`src/design/attex_pkg.sv`:
```
package attex_pkg;

    // Upper byte of the byte address selects a region
    localparam logic [7:0] EXT_REGION   = 8'h30;
    localparam logic [7:0] NVRAM_REGION = 8'h32;

    // Unpopulated RAM areas, answered with a bus error
    localparam logic [23:0] BUS_ERR_LO1 = 24'h600000;
    localparam logic [23:0] BUS_ERR_HI1 = 24'hd00000;
    localparam logic [23:0] BUS_ERR_LO2 = 24'hf00000;

    // Byte lanes as seen by the 68000, upper lane on uds
    typedef struct packed {
        logic [7:0] upper;
        logic [7:0] lower;
    } bus_lanes_t;

    // CPU data word, either whole or split into lanes
    typedef union packed {
        logic [15:0] word;
        bus_lanes_t  lanes;
    } bus_word_u;

endpackage

```
`src/design/attex_decode.sv`:
```
`timescale 1ns/100ps

module attex_decode #(
    parameter int NUM_BANKS      = 2,
    parameter int BANK_ADDR_BITS = 13,
    parameter int BANK_SEL_BITS  = 1
) (
    input  logic [23:1]                             addr,
    input  logic                                    as,
    input  logic                                    uds,
    input  logic                                    lds,
    input  logic [BANK_SEL_BITS+BANK_ADDR_BITS-1:0] backup_adr,
    input  logic                                    restore_write,
    output logic [NUM_BANKS-1:0]                    bank_cs,
    output logic                                    ext_cs,
    output logic                                    bus_err,
    output logic [NUM_BANKS-1:0]                    restore_we,
    output logic [BANK_SEL_BITS-1:0]                host_bank
);

    logic [23:0] addr_byte;
    logic [7:0]  region;
    logic        err_area1;
    logic        err_area2;

    assign addr_byte = {addr, 1'b0};
    assign region    = addr_byte[23:16];

    // One 64 kB region per bank, starting at the NVRAM base
    always_comb begin
        for (int k = 0; k < NUM_BANKS; k++) begin
            bank_cs[k] = as && (region == attex_pkg::NVRAM_REGION + 8'(k));
        end
    end

    assign ext_cs = as && (region == attex_pkg::EXT_REGION);

    assign err_area1 = (addr_byte >= attex_pkg::BUS_ERR_LO1) &&
                       (addr_byte < attex_pkg::BUS_ERR_HI1);
    assign err_area2 = (addr_byte >= attex_pkg::BUS_ERR_LO2);

    // Only strobed cycles fault
    assign bus_err = (err_area1 || err_area2) && as && (uds || lds);

    // Host address is {bank index, byte offset}
    assign host_bank = backup_adr[BANK_SEL_BITS+BANK_ADDR_BITS-1 -: BANK_SEL_BITS];

    always_comb begin
        for (int k = 0; k < NUM_BANKS; k++) begin
            restore_we[k] = restore_write && (host_bank == BANK_SEL_BITS'(k));
        end
    end

endmodule

```
`config.mk`:
```
export PLATFORM = sky130hd
export DESIGN_NAME = attex_decode
export DESIGN_NICKNAME = d
export VERILOG_FILES = /design/src/design/attex_pkg.sv /design/src/design/attex_decode.sv
export SDC_FILE = /design/constraint.sdc
export NUM_CORES = 1
export LEC_CHECK = 0
export CAP_MARGIN = 20
export CORE_AREA = 2 2 39 41
export DETAILED_ROUTE_END_ITERATION = 10
export DIE_AREA = 0 0 41 43
export DONT_BUFFER_PORTS = 1
export PLACE_DENSITY = 0.3
export SLEW_MARGIN = 20
export SYNTH_ARGS = -nofsm -noshare
export SYNTH_HDL_FRONTEND = slang
export SYNTH_SLANG_ARGS = --single-unit
```
`constraint.sdc`:
```
create_clock -name vclk -period 0.8
set_input_delay 0.08 -clock vclk [all_inputs]
set_output_delay 0.08 -clock vclk [all_outputs]
set_load 0.05 [all_outputs]
```
Yosys cells after proc, flatten, opt, wreduce, memory -nomap -nowiden
Index checks and enable logic that the tools add are counted.
{ "totals": {"regBits": 0, "in_bits": 41, "output_inout_bits": 7, "wordCells": 17} }
{ "classes": {"n_lt_le_gt_ge": 3, "n_eq_ne": 3, "n_bitwise": 1, "reduce_logical": 10} }
{ "ops": {"columns": ["cell", "n"], "rows": [
  ["$eq 8x6->1 const B", 3],
  ["$ge 24x23->1 const B", 1],
  ["$ge 24x24->1 const B", 1],
  ["$lt 24x24->1 const B", 1],
  ["$logic_and 1x1->1", 8],
  ["$logic_or 1x1->1", 2],
  ["$not 1->1", 1]
]} }

Depth between registers and ports, before layout
{ "logic_depth": {"depth_word": 5, "ltp_mapped": 3, "mapped_depth_nobuf": 3} }

Worst setup path before layout
OpenSTA, ideal clock, no wires.
{ "synth_timing": {"path_kind": "input to output", "start": "in addr[23] in the netlist's numbering", "end": "out bank_cs[0]", "arrival_time_ps": 1590, "slack_ps": -870, "path_stages": 3, "n_path_buf": 0, "cell_sequence": "and4bb_2 nand2_1 nor3b_1"} }
{ "synth_via": {"elab_chain_cells": 2} }
{ "synth_rtl": {"columns": ["item", "line", "rtl"], "rows": [
  ["from (decl)", "attex_decode.sv:8", "input logic [23:1] addr,"],
  ["$eq 8x6->1", "attex_decode.sv:32", "bank_cs[k] = as && (region == attex_pkg::NVRAM_REGION + 8'(k));"],
  ["$logic_and 1x1->1", "attex_decode.sv:32", null],
  ["to (decl)", "attex_decode.sv:14", "output logic [NUM_BANKS-1:0] bank_cs,"]
]} }
No other way between the ends.

Worst setup path after layout
Same ends and word-level chain as after synthesis.

==> results.py <==
metrics = {
    "timing": {
        "fin_ws_ps": -119,
        "hold_slack_ps": 161,
        "hold_viol": 0,
        "final_max_slew_viol_count": 0,
        "slew_headroom_pct": 78.2,
        "timing.fmax_mhz": 1090,
        "worstMarginPinSlew_ps": 324,
        "setup_viol_count_final": 3,
        "finalCritPeriodShare_pct": 115,
        "rsz0062_at_grt": "true",
        "post-route-min-period_ps": 919,
    },
    "clocking": {
        "cts_post_setup_buffers_inserted": 0,
        "cts_resized": 0,
        "ctsHoldBuffers": 0,
    },
    "grt": {
        "antenna_found_initial": 0,
        "first_global_vias": 134,
        "grt_usage_pct": 3.60,
        "grt_pass1_wl_um": 496,
        "grt_remaining_overflow": 0,
        "grt_max_degree": 4,
    },
    "route": {
        "antenna_left": 0,
        "drt_iter0_drc": 0,
        "via_per_inst": 3.57,
        "dr.pass1.iters": 1,
        "wl_per_cell_um": 9.23,
        "drt-total-wl_um": 323,
        "routed-via-count": 125,
        "drc": 0,
    },
    "final_layout": {
        "diodes": 0,
        "final-seq-area_um2": 0,
        "utilization_pct": 16.5,
        "clockBufferCount": 0,
        "areaGrowthSynthToFinish_pct": 144,
        "final_nets": 62,
        "fin_area_um2": 229,
        "drive_gt1_share_pct": 68.4,
        "fillCellCount": 152,
        "final_cell_mix": "3 x buf_12, 2 x o21ai_0, 2 x buf_4",
        "n_sequential_cell": 0,
        "mostFrequentLayoutCell": "buf_12",
    },
    "yosys": {
        "syn_area_per_cell_um2": 6.26,
        "synth.distinct_cells": 11,
        "ys_seq_area_share_pct": 0,
        "yosys_warnings": 0,
        "synth_area_leaders": "nor3b_1 16%, and4bb_2 13%, o21ai_0 11%, a32oi_1 9.3%, buf_4 8.0%",
        "yosys.area.top_type_share_pct": 16.0,
        "syn_area_um2": 93.8,
        "synthCells": 15,
        "synth_top_cell_by_area": "nor3b_1",
        "netlist_top_cells_count": "2 x nand2_1, 2 x nor2_1, 2 x nor3b_1, 2 x o21ai_0",
        "syn_nets": 56,
    },
    "setup_path": {
        "crit_slowest_cell": "and4bb_2",
        "crit_chain": "and4bb_2 > nand2_4 > nor3b_4 > buf_12",
        "required_ps": 720,
        "worstPathMaxFanout": 3,
        "critPathKind": "input pin to output port",
        "end_kind": "output port",
        "max_stage_delay_ps": 300,
        "critPathLaunchType": "input pin",
        "startpoint": "addr[23]",
        "worstPathArrival_ps": 840,
        "crit_family": "simple AND/OR/NAND/NOR gates",
        "path_buf_inv": 1,
    },
    "placed_design": {
        "placed_area_um2": 229,
        "gp_congestion": 0.622,
        "port_buffers": 0,
        "dp_slack_ps": -125,
        "dp_hpwl_um": 312,
    },
    "die": {
        "core_mm2": 0.00138,
        "die_width_um": 41,
        "start_util_pct": 6.78,
        "rows": 14,
        "dieArea_mm2": 0.00176,
        "die_h_um": 43,
        "io_pins": 48,
    },
    "power": {
        "p_per_area_mw_per_mm2": 322,
        "p_leak_nw": 0.0860,
        "peakVddDrop_mv": 0.0758,
        "power.total_w": 0.0000736,
    },
    "outcome": {
        "status": "finished with violations",
        "violations": "negative setup slack",
    },
    "hold_path": {
        "holdCritStartpoint": "backup_adr[13]",
        "hp-class": "input pin to output port",
    },
    "job": {
        "cap_violations": 0,
    },
}
area by class of cell:
type	instances	area, um^2	share of cell area [%]
Multi-Input combinational cell	14	134	58.5
Timing Repair Buffer	5	75.1	32.8
Tap cell	16	20.0	8.74
through the flow:
| step | setup TNS (ps) | instances |
|---|---|---|
| 6_report | -231 | 35 |
| 2_1_floorplan | -554 | 15 |
| 4_1_cts | -259 | 35 |
| 3_5_place_dp | -258 | 35 |
| 5_1_grt | -362 | 35 |
| 3_3_place_gp | -232 | 35 |
report_power, final:
group / internal, W / switching, W / leakage [nW]
Sequential: 0 / 0 / 0
Clock: 0 / 0 / 0
Combinational: 0.0000264 / 0.0000472 / 0.0860
Total: 0.0000264 / 0.0000472 / 0.0860
per-layer routing:
layer	vias to the layer above	global-route usage [%]	share of wire (%)	wire, um
li1	62	-	-	-
met4	0	0.667	0	0
met3	0	0.524	12	40
met5	-	0	0	0
met1	50	5.08	38	124
met2	13	5.63	49	159
final timing paths:
path          to  slack (ps)  cells after the start
max   bank_cs[0]        -120                      4
min    host_bank         160                      0
logic make-up after synthesis:
group                  count (synthesis)  share of synthesized area [%]
AND/OR/NAND/NOR                       11                           72.0
buffers and inverters                  1                           8.00
AO/OA/AOI/OAI                          3                           20.0
Power figures use the tool's default switching activity.
