File: config.mk
export PLATFORM = sky130hd
export DESIGN_NAME = attex_response
export DESIGN_NICKNAME = d
export VERILOG_FILES = /design/src/design/attex_pkg.sv /design/src/design/attex_response.sv
export SDC_FILE = /design/constraint.sdc
export NUM_CORES = 1
export LEC_CHECK = 0
export BUFFER_PORTS_ARGS = -buffer_cell sky130_fd_sc_hd__buf_2
export CORE_MARGIN = 1.5
export CORE_UTILIZATION = 28
export DETAILED_ROUTE_END_ITERATION = 10
export HOLD_SLACK_MARGIN = 0.15
export PLACE_DENSITY = 0.93
export SETUP_SLACK_MARGIN = 0.3
export SLEW_MARGIN = 30
export SYNTH_ARGS = -nofsm -noshare
export SYNTH_HDL_FRONTEND = slang
export SYNTH_SLANG_ARGS = --single-unit
File: constraint.sdc
create_clock -name clk30 -period 2.15 [get_ports clk30]
set_input_delay 0.1075 -clock clk30 [delete_from_list [all_inputs] [get_ports clk30]]
set_output_delay 0.1075 -clock clk30 [all_outputs]
set_load 0.005 [all_outputs]
File: src/design/attex_pkg.sv
package attex_pkg;

    // Upper byte of the byte address selects a region
    localparam logic [7:0] EXT_REGION   = 8'h30;
    localparam logic [7:0] NVRAM_REGION = 8'h32;

    // Unpopulated RAM areas, answered with a bus error
    localparam logic [23:0] BUS_ERR_LO1 = 24'h600000;
    localparam logic [23:0] BUS_ERR_HI1 = 24'hd00000;
    localparam logic [23:0] BUS_ERR_LO2 = 24'hf00000;

    // Byte lanes as seen by the 68000, upper lane on uds
    typedef struct packed {
        logic [7:0] upper;
        logic [7:0] lower;
    } bus_lanes_t;

    // CPU data word, either whole or split into lanes
    typedef union packed {
        logic [15:0] word;
        bus_lanes_t  lanes;
    } bus_word_u;

endpackage

File: src/design/attex_response.sv
`timescale 1ns/100ps

module attex_response #(
    parameter int NUM_BANKS     = 2,
    parameter int BANK_SEL_BITS = 1
) (
    input  logic                       clk30,
    input  logic                       reset,
    input  logic [NUM_BANKS-1:0][7:0]  bank_q_cpu,
    input  logic [NUM_BANKS-1:0]       bank_ack,
    input  logic [NUM_BANKS-1:0][7:0]  bank_q_host,
    input  logic [NUM_BANKS-1:0]       bank_changed,
    input  logic [NUM_BANKS-1:0]       bank_cs,
    input  logic                       ext_cs,
    input  logic [15:0]                ext_dout,
    input  logic                       ext_bus_ack,
    input  logic [BANK_SEL_BITS-1:0]   host_bank,
    output logic [15:0]                data_in,
    output logic                       bus_ack,
    output logic [7:0]                 backup_data,
    output logic                       nvram_cpu_changed
);

    attex_pkg::bus_word_u resp;
    logic                 bank_hit;
    logic [BANK_SEL_BITS-1:0] host_bank_q;

    // Default answer for undecoded space is an immediate ack with zero
    always_comb begin
        resp.word = 16'h0000;
        bus_ack   = 1'b1;
        bank_hit  = 1'b0;
        for (int k = 0; k < NUM_BANKS; k++) begin
            if (!bank_hit && bank_cs[k]) begin
                // Byte mirrored onto both lanes
                resp.lanes.upper = bank_q_cpu[k];
                resp.lanes.lower = bank_q_cpu[k];
                bus_ack          = bank_ack[k];
                bank_hit         = 1'b1;
            end
        end
        if (!bank_hit && ext_cs) begin
            resp.word = ext_dout;
            bus_ack   = ext_bus_ack;
        end
    end

    assign data_in = resp.word;

    // Bank index delayed to line up with registered q_host
    always_ff @(posedge clk30) begin
        if (reset) begin
            host_bank_q <= '0;
        end else begin
            host_bank_q <= host_bank;
        end
    end

    always_comb begin
        backup_data = 8'h00;
        for (int k = 0; k < NUM_BANKS; k++) begin
            if (host_bank_q == BANK_SEL_BITS'(k)) begin
                backup_data = bank_q_host[k];
            end
        end
    end

    assign nvram_cpu_changed = |bank_changed;

endmodule

After elaboration in Yosys (flattened, before gate mapping)
Cells that the tools add are included.

word-level totals
  output and inout port bits = 26
  bits in registers = 1
  logic and storage cells = 15

cells by class
  mux-type cells = 9
  reduce and logical (&&, ||, !) cells = 5

operators with widths
  cell                 number
  $mux W16             3
  $mux W8              1
  $mux W1              5
  $logic_and A1 B1 Y1  2
  $logic_not A1 Y1     2
  $reduce_or A2 Y1     1

Depth between registers and ports, before layout
Gate-level depths: netlist of the first run.

  depth in word-level cells = 7
  mapped depth = 4
  mapped depth without buffers = 2

Least setup slack after synthesis of the first run
Ideal clock, no wire load.

  kind = reg2out
  start point = reg host_bank_q
  end point = out backup_data[0]
  slack = 1240 ps
  path buffers = 1
  stages on the path, launching flop included = 3
  arrival = 802 ps
  required time = 2043 ps
  cells stage by stage = dfxtp_1 > buf_2 > mux2_2

on the way
  cells in the longest elaborated chain, start to end = 1

ends and longest elaborated chain
  element                   RTL line              source
  start: declaration        attex_response.sv:26  logic [BANK_SEL_BITS-1:0] host_bank_q;
  start signal: assignment  attex_response.sv:55  host_bank_q <= host_bank;
  $mux W8                   attex_response.sv:62  if (host_bank_q == BANK_SEL_BITS'(k)) begin
  end: declaration          attex_response.sv:20  output logic [7:0] backup_data,

No other way between the ends.

Worst setup path after layout of the first run
  start point = reg host_bank_q
  end point = out backup_data[7]

Same word-level chain as after synthesis.

==> results of run 1 <==
-- synth_stat cells, drive strengths merged --
master,n
or2,1
nor2b,10
a21oi,24
nand2,1
buf,6
o31ai,1
mux2,8
nand3b,16
nor3b,1
dfxtp,1
-- final cells by class --
cell class | count | area (um^2)
flip-flops and latches | 1 | 20.0
fillers | 158 | 681
well taps | 16 | 20.0
repair buffers | 84 | 420
multi-input cells | 62 | 418
-- cell families (layout without fill, tap and decap cells) --
kind of cell	Yosys count	in the layout
and+or+nand+nor	29	29
buffers and inverters	6	84
DFF	1	1
muxes	8	8
AOI/OAI and AO/OA	25	25
-- stage by stage --
| stage | utilization (%) | setup WS (ns) |
|---|---|---|
| 5_1_grt | 56.3 | 1.02 |
| 3_5_place_dp | 56.3 | 1.05 |
| 4_1_cts | 56.3 | 1.05 |
| 6_report | 56.3 | 1.06 |
| 3_3_place_gp | 56.3 | 1.10 |
| 2_1_floorplan | - | 1.24 |
-- per-layer routing --
metal | GRT usage [%] | vias up
met5 | 0 | -
met2 | 35.7 | 42
met3 | 0.408 | 0
li1 | - | 409
met1 | 18.9 | 357
met4 | 0 | 0
-- power groups by stage --
stage	sequential [mW]	clock [mW]	combinational, mW
floorplan	0.0201	0	0.0778
global placement	0.0221	0	0.161
detailed placement	0.0225	0	0.165
CTS	0.0225	0	0.166
global route	0.0228	0	0.182
finish	0.0225	0	0.165
-- worst paths after layout --
kind | start | end | slack, ns
setup / recovery | host_bank_q | backup_data[7] | 1.06
hold / removal | reset | host_bank_q | 0.27
==> impl_metrics.yaml, run 1 <==
drt:
  ant_nets: 0
  wl_met2_um: 1090
  drt_pass1_iterations: 6
  finalWirelength_um: 1900
  viasPerCell: 4.96
  topRoutingLayerUsed: "met3"
  wire_per_inst_um: 11.6
  met1Wirelength_um: 700
  drt_iter0_drc: 19
  vias: 808
  route.detailed.drc: 0
  wl_met3_um: 106
synth:
  synthCells: 69
  synth.net_count: 128
  synthXorXnorAreaFrac_pct: 0
  synth_fa_ha_area_share_pct: 0
  ys_seq_area_share_pct: 4.16
  postSynthAreaPerCell_um2: 6.98
  synth-compound-area-share_pct: 26.5
  synth.cell_area_um2: 482
  ys_ff_latch: 1
  synth_top_area_share_pct: 24.9
  synthMuxAreaShare_pct: 18.7
  synthDistinctLibCells: 12
  synth_area_leaders: "a21oi_1 25%, nand3b_1 25%, mux2_2 19%, nor2b_1 13%, buf_4 4.7%"
  synth_simple_gate_area_share_pct: 41.6
  yosysTopAreaCell: "a21oi_1"
  synth_top_family_by_area: "simple AND/OR/NAND/NOR gates"
  yosysWarnings: 0
timing:
  fmax_mhz: 914
  rsz0062_at_grt: "false"
  maxSlewViolCount: 0
  worst_pin_slew_ns: 0.336
  slew_headroom_pct: 77.6
  fin_crit_sh_pct: 50.9
  hold_violations: 0
  post-route-min-period_ns: 1.09
  hold_slack_ns: 0.273
  setup_viol: 0
  setup_tns_ns: 0
placed_design:
  post_dp_cell_area_um2: 878
  gp_congestion: 0.721
  hpwl_um: 1640
  dpl.cell_count: 163
  place.port_buffers: 84
clock_tree:
  cts_resized: 0
  cts_setup_buffers: 0
  clk_pin_slew_ns: 0
  postCtsHoldBufs: 0
grt:
  grt_overflow: 0
  grt_usage_pct: 16.8
  grt_pass1_wl_um: 2680
  grt_pass1_vias: 672
  grt_start_max_net_pins: 27
  antenna_found_initial: 0
final_layout:
  final_cell_mix: "84 x buf_2, 24 x a21oi_1, 16 x nand3b_1"
  drive_above_1_share_pct: 63.3
  largest_register_ffs: 1
  top_register: "host_bank_q"
  area_delta_synth_final_pct: 82.3
  stdcell_count: 163
  final_common_cell: "buf_2"
  layout.nets: 208
  design_area_um2: 878
  num_antenna_cells: 0
  reg_top3: "host_bank_q (1)"
die:
  start_util_pct: 30.9
  fp.dieH_um: 44.5
  die_w_um: 44.5
  dieArea_mm2: 0.00198
  core-area_mm2: 0.00156
  ios: 85
  num_rows: 14
power_and_ir_drop:
  switching_share_pct: 37.6
  power_frac_comb_pct: 88.0
  power_frac_seq_pct: 12.0
  pwr-share-clk_pct: 0
  leakagePower_nw: 0.457
  peakVddDrop_mv: 0.142
  p_int_mw: 0.117
  powerDensity_mw_per_mm2: 214
  power.switching_mw: 0.0706
  finalPower_mw: 0.188
critical_path:
  path_max_fanout: 8
  cp.depth: 2
  endpoint_kind: "output port"
  crit_arrival_ns: 0.99
  cp_top_family: "flip-flops"
  crit_path_start_kind: "register"
  slowest_stage: "dfxtp_1"
  required_ns: 2.04
  crit_buf_inv: 1
  critical_path_class: "reg -> out"
  cp_cell_sequence: "mux2_2, buf_2"
  cp_slowest_stage_delay_ns: 0.48
status:
  outcome: "completed"
hold_path:
  min_path_cells: 2
  hold_class: "in -> reg"
job:
  cap_violations: 0
(Power assumes the default switching activity.)
==> run 2, diff against run 1 <==
Settings changed: CORE_UTILIZATION 28 to 24, PLACE_DENSITY 0.93 to 0.85.
Clock period 2.15 ns to 0.9 ns, I/O delays scaled along.
==> impl_metrics.yaml, run 2 (same netlist as run 1, synthesis figures left out) <==
clock_tree:
  clk_pin_slew_ns: 0
  postCtsHoldBufs: 0
critical_path:
  slowest_stage: "dfxtp_4"
  required_ns: 0.85
  cp_cell_sequence: "mux2_4, buf_6"
  endpoint_kind: "output port"
  crit_path_start_kind: "register"
  cp_top_family: "flip-flops"
  cp_slowest_stage_delay_ns: 0.41
  crit_buf_inv: 1
  path_max_fanout: 8
  critical_path_class: "reg -> out"
  crit_arrival_ns: 0.86
placed_design:
  hpwl_um: 1820
  post-place-ws_ns: -0.0607
  place.port_buffers: 84
  post_dp_cell_area_um2: 923
  gp_congestion: 0.651
grt:
  grt_pass1_vias: 759
  grt_pass1_wl_um: 3530
  grt_start_max_net_pins: 19
  grt_usage_pct: 22.1
  antenna_found_initial: 0
  grt_overflow: 0
final_layout:
  design_area_mm2: 0.00132
  area_delta_synth_final_pct: 175
  num_antenna_cells: 0
  drive_above_1_share_pct: 83.0
  fillers: 153
  reg_top3: "host_bank_q (1)"
  largest_register_ffs: 1
  layout.nets: 214
  final_cell_mix: "72 x buf_2, 16 x nand3b_1, 15 x a21oi_2"
  final_common_cell: "buf_2"
  top_register: "host_bank_q"
  final_util_pct: 68.9
die:
  start_util_pct: 25.1
  dieArea_mm2: 0.00228
  fp.dieH_um: 47.8
  die_w_um: 47.8
  core-area_mm2: 0.00192
  num_rows: 16
  ios: 85
status:
  outcome: "complete, but fails checks"
  violations: "setup timing"
timing:
  setup_tns_ns: -0.000713
  fin_crit_sh_pct: 100
  fmax_mhz: 1110
  slew_headroom_pct: 88.6
  fin_ws_ns: -0.000713
  rsz0062_at_grt: "true"
  post-route-min-period_ns: 0.901
  maxSlewViolCount: 0
  hold_violations: 0
  worst_pin_slew_ns: 0.169
  setup_viol: 1
drt:
  finalWirelength_um: 2790
  drt_iter0_drc: 14
  viasPerCell: 5.03
  drt_pass1_iterations: 4
  ant_nets: 0
  vias: 906
  route.detailed.drc: 0
  wire_per_inst_um: 15.5
hold_path:
  hold_start: "reset"
  hold_end: "host_bank_q"
  hold_class: "in -> reg"
  min_path_cells: 2
power_and_ir_drop:
  powerDensity_mw_per_mm2: 532
  leakagePower_nw: 0.641
  peakVddDrop_mv: 0.263
  finalPower_mw: 0.704
job:
  cap_violations: 0
run 2: worst max-delay path by stage:
stage,startpoint,depth (start not counted),slack [ns],end
3_5_place_dp,host_bank_q,2,-0.06,backup_data[6]
2_1_floorplan,host_bank_q,2,0.12,backup_data[0]
5_1_grt,host_bank_q,2,-0.01,backup_data[7]
3_3_place_gp,host_bank_q,2,-0.04,backup_data[3]
6_report,host_bank_q,2,-0.0007,backup_data[6]
4_1_cts,host_bank_q,2,0.006,backup_data[6]
run 2: final cells by class:
class                           instances  area (um^2)  area share (%)
Timing Repair Buffer                   90          654            49.4
Tap cell                               27         33.8            2.55
Sequential cell                         1         23.8            1.80
Multi-Input combinational cell         62          612            46.2
run 2: power breakdown:
group / switching, mW / internal (mW) / total, mW
registers: 0.00954 / 0.0467 / 0.0562
logic: 0.239 / 0.409 / 0.648
clock network: 0 / 0 / 0
total: 0.248 / 0.455 / 0.704
run 2: per-layer routing:
metal / track usage [%] / share of wire [%] / up-vias
met4: 3.24 / 2.5 / 0
met5: 0 / 0 / -
met2: 44.5 / 56 / 53
met1: 23.2 / 31 / 423
met3: 4.91 / 9.5 / 4
li1: - / - / 426
run 2: stage by stage:
step	instances	hold WS [ns]
after floorplan	69	0.109
after global placement	174	0.194
after detailed placement	174	0.202
after CTS	180	0.200
after global routing	180	0.221
final	180	0.206
run 2: repair_timing:
action / 4_1_cts / 5_1_grt
buffers inserted: 2 / 0
cloned: 4 / 0
resized for setup: 42 / 26
pin swaps: 20 / 1
setup endpoints to repair: 25 / 26
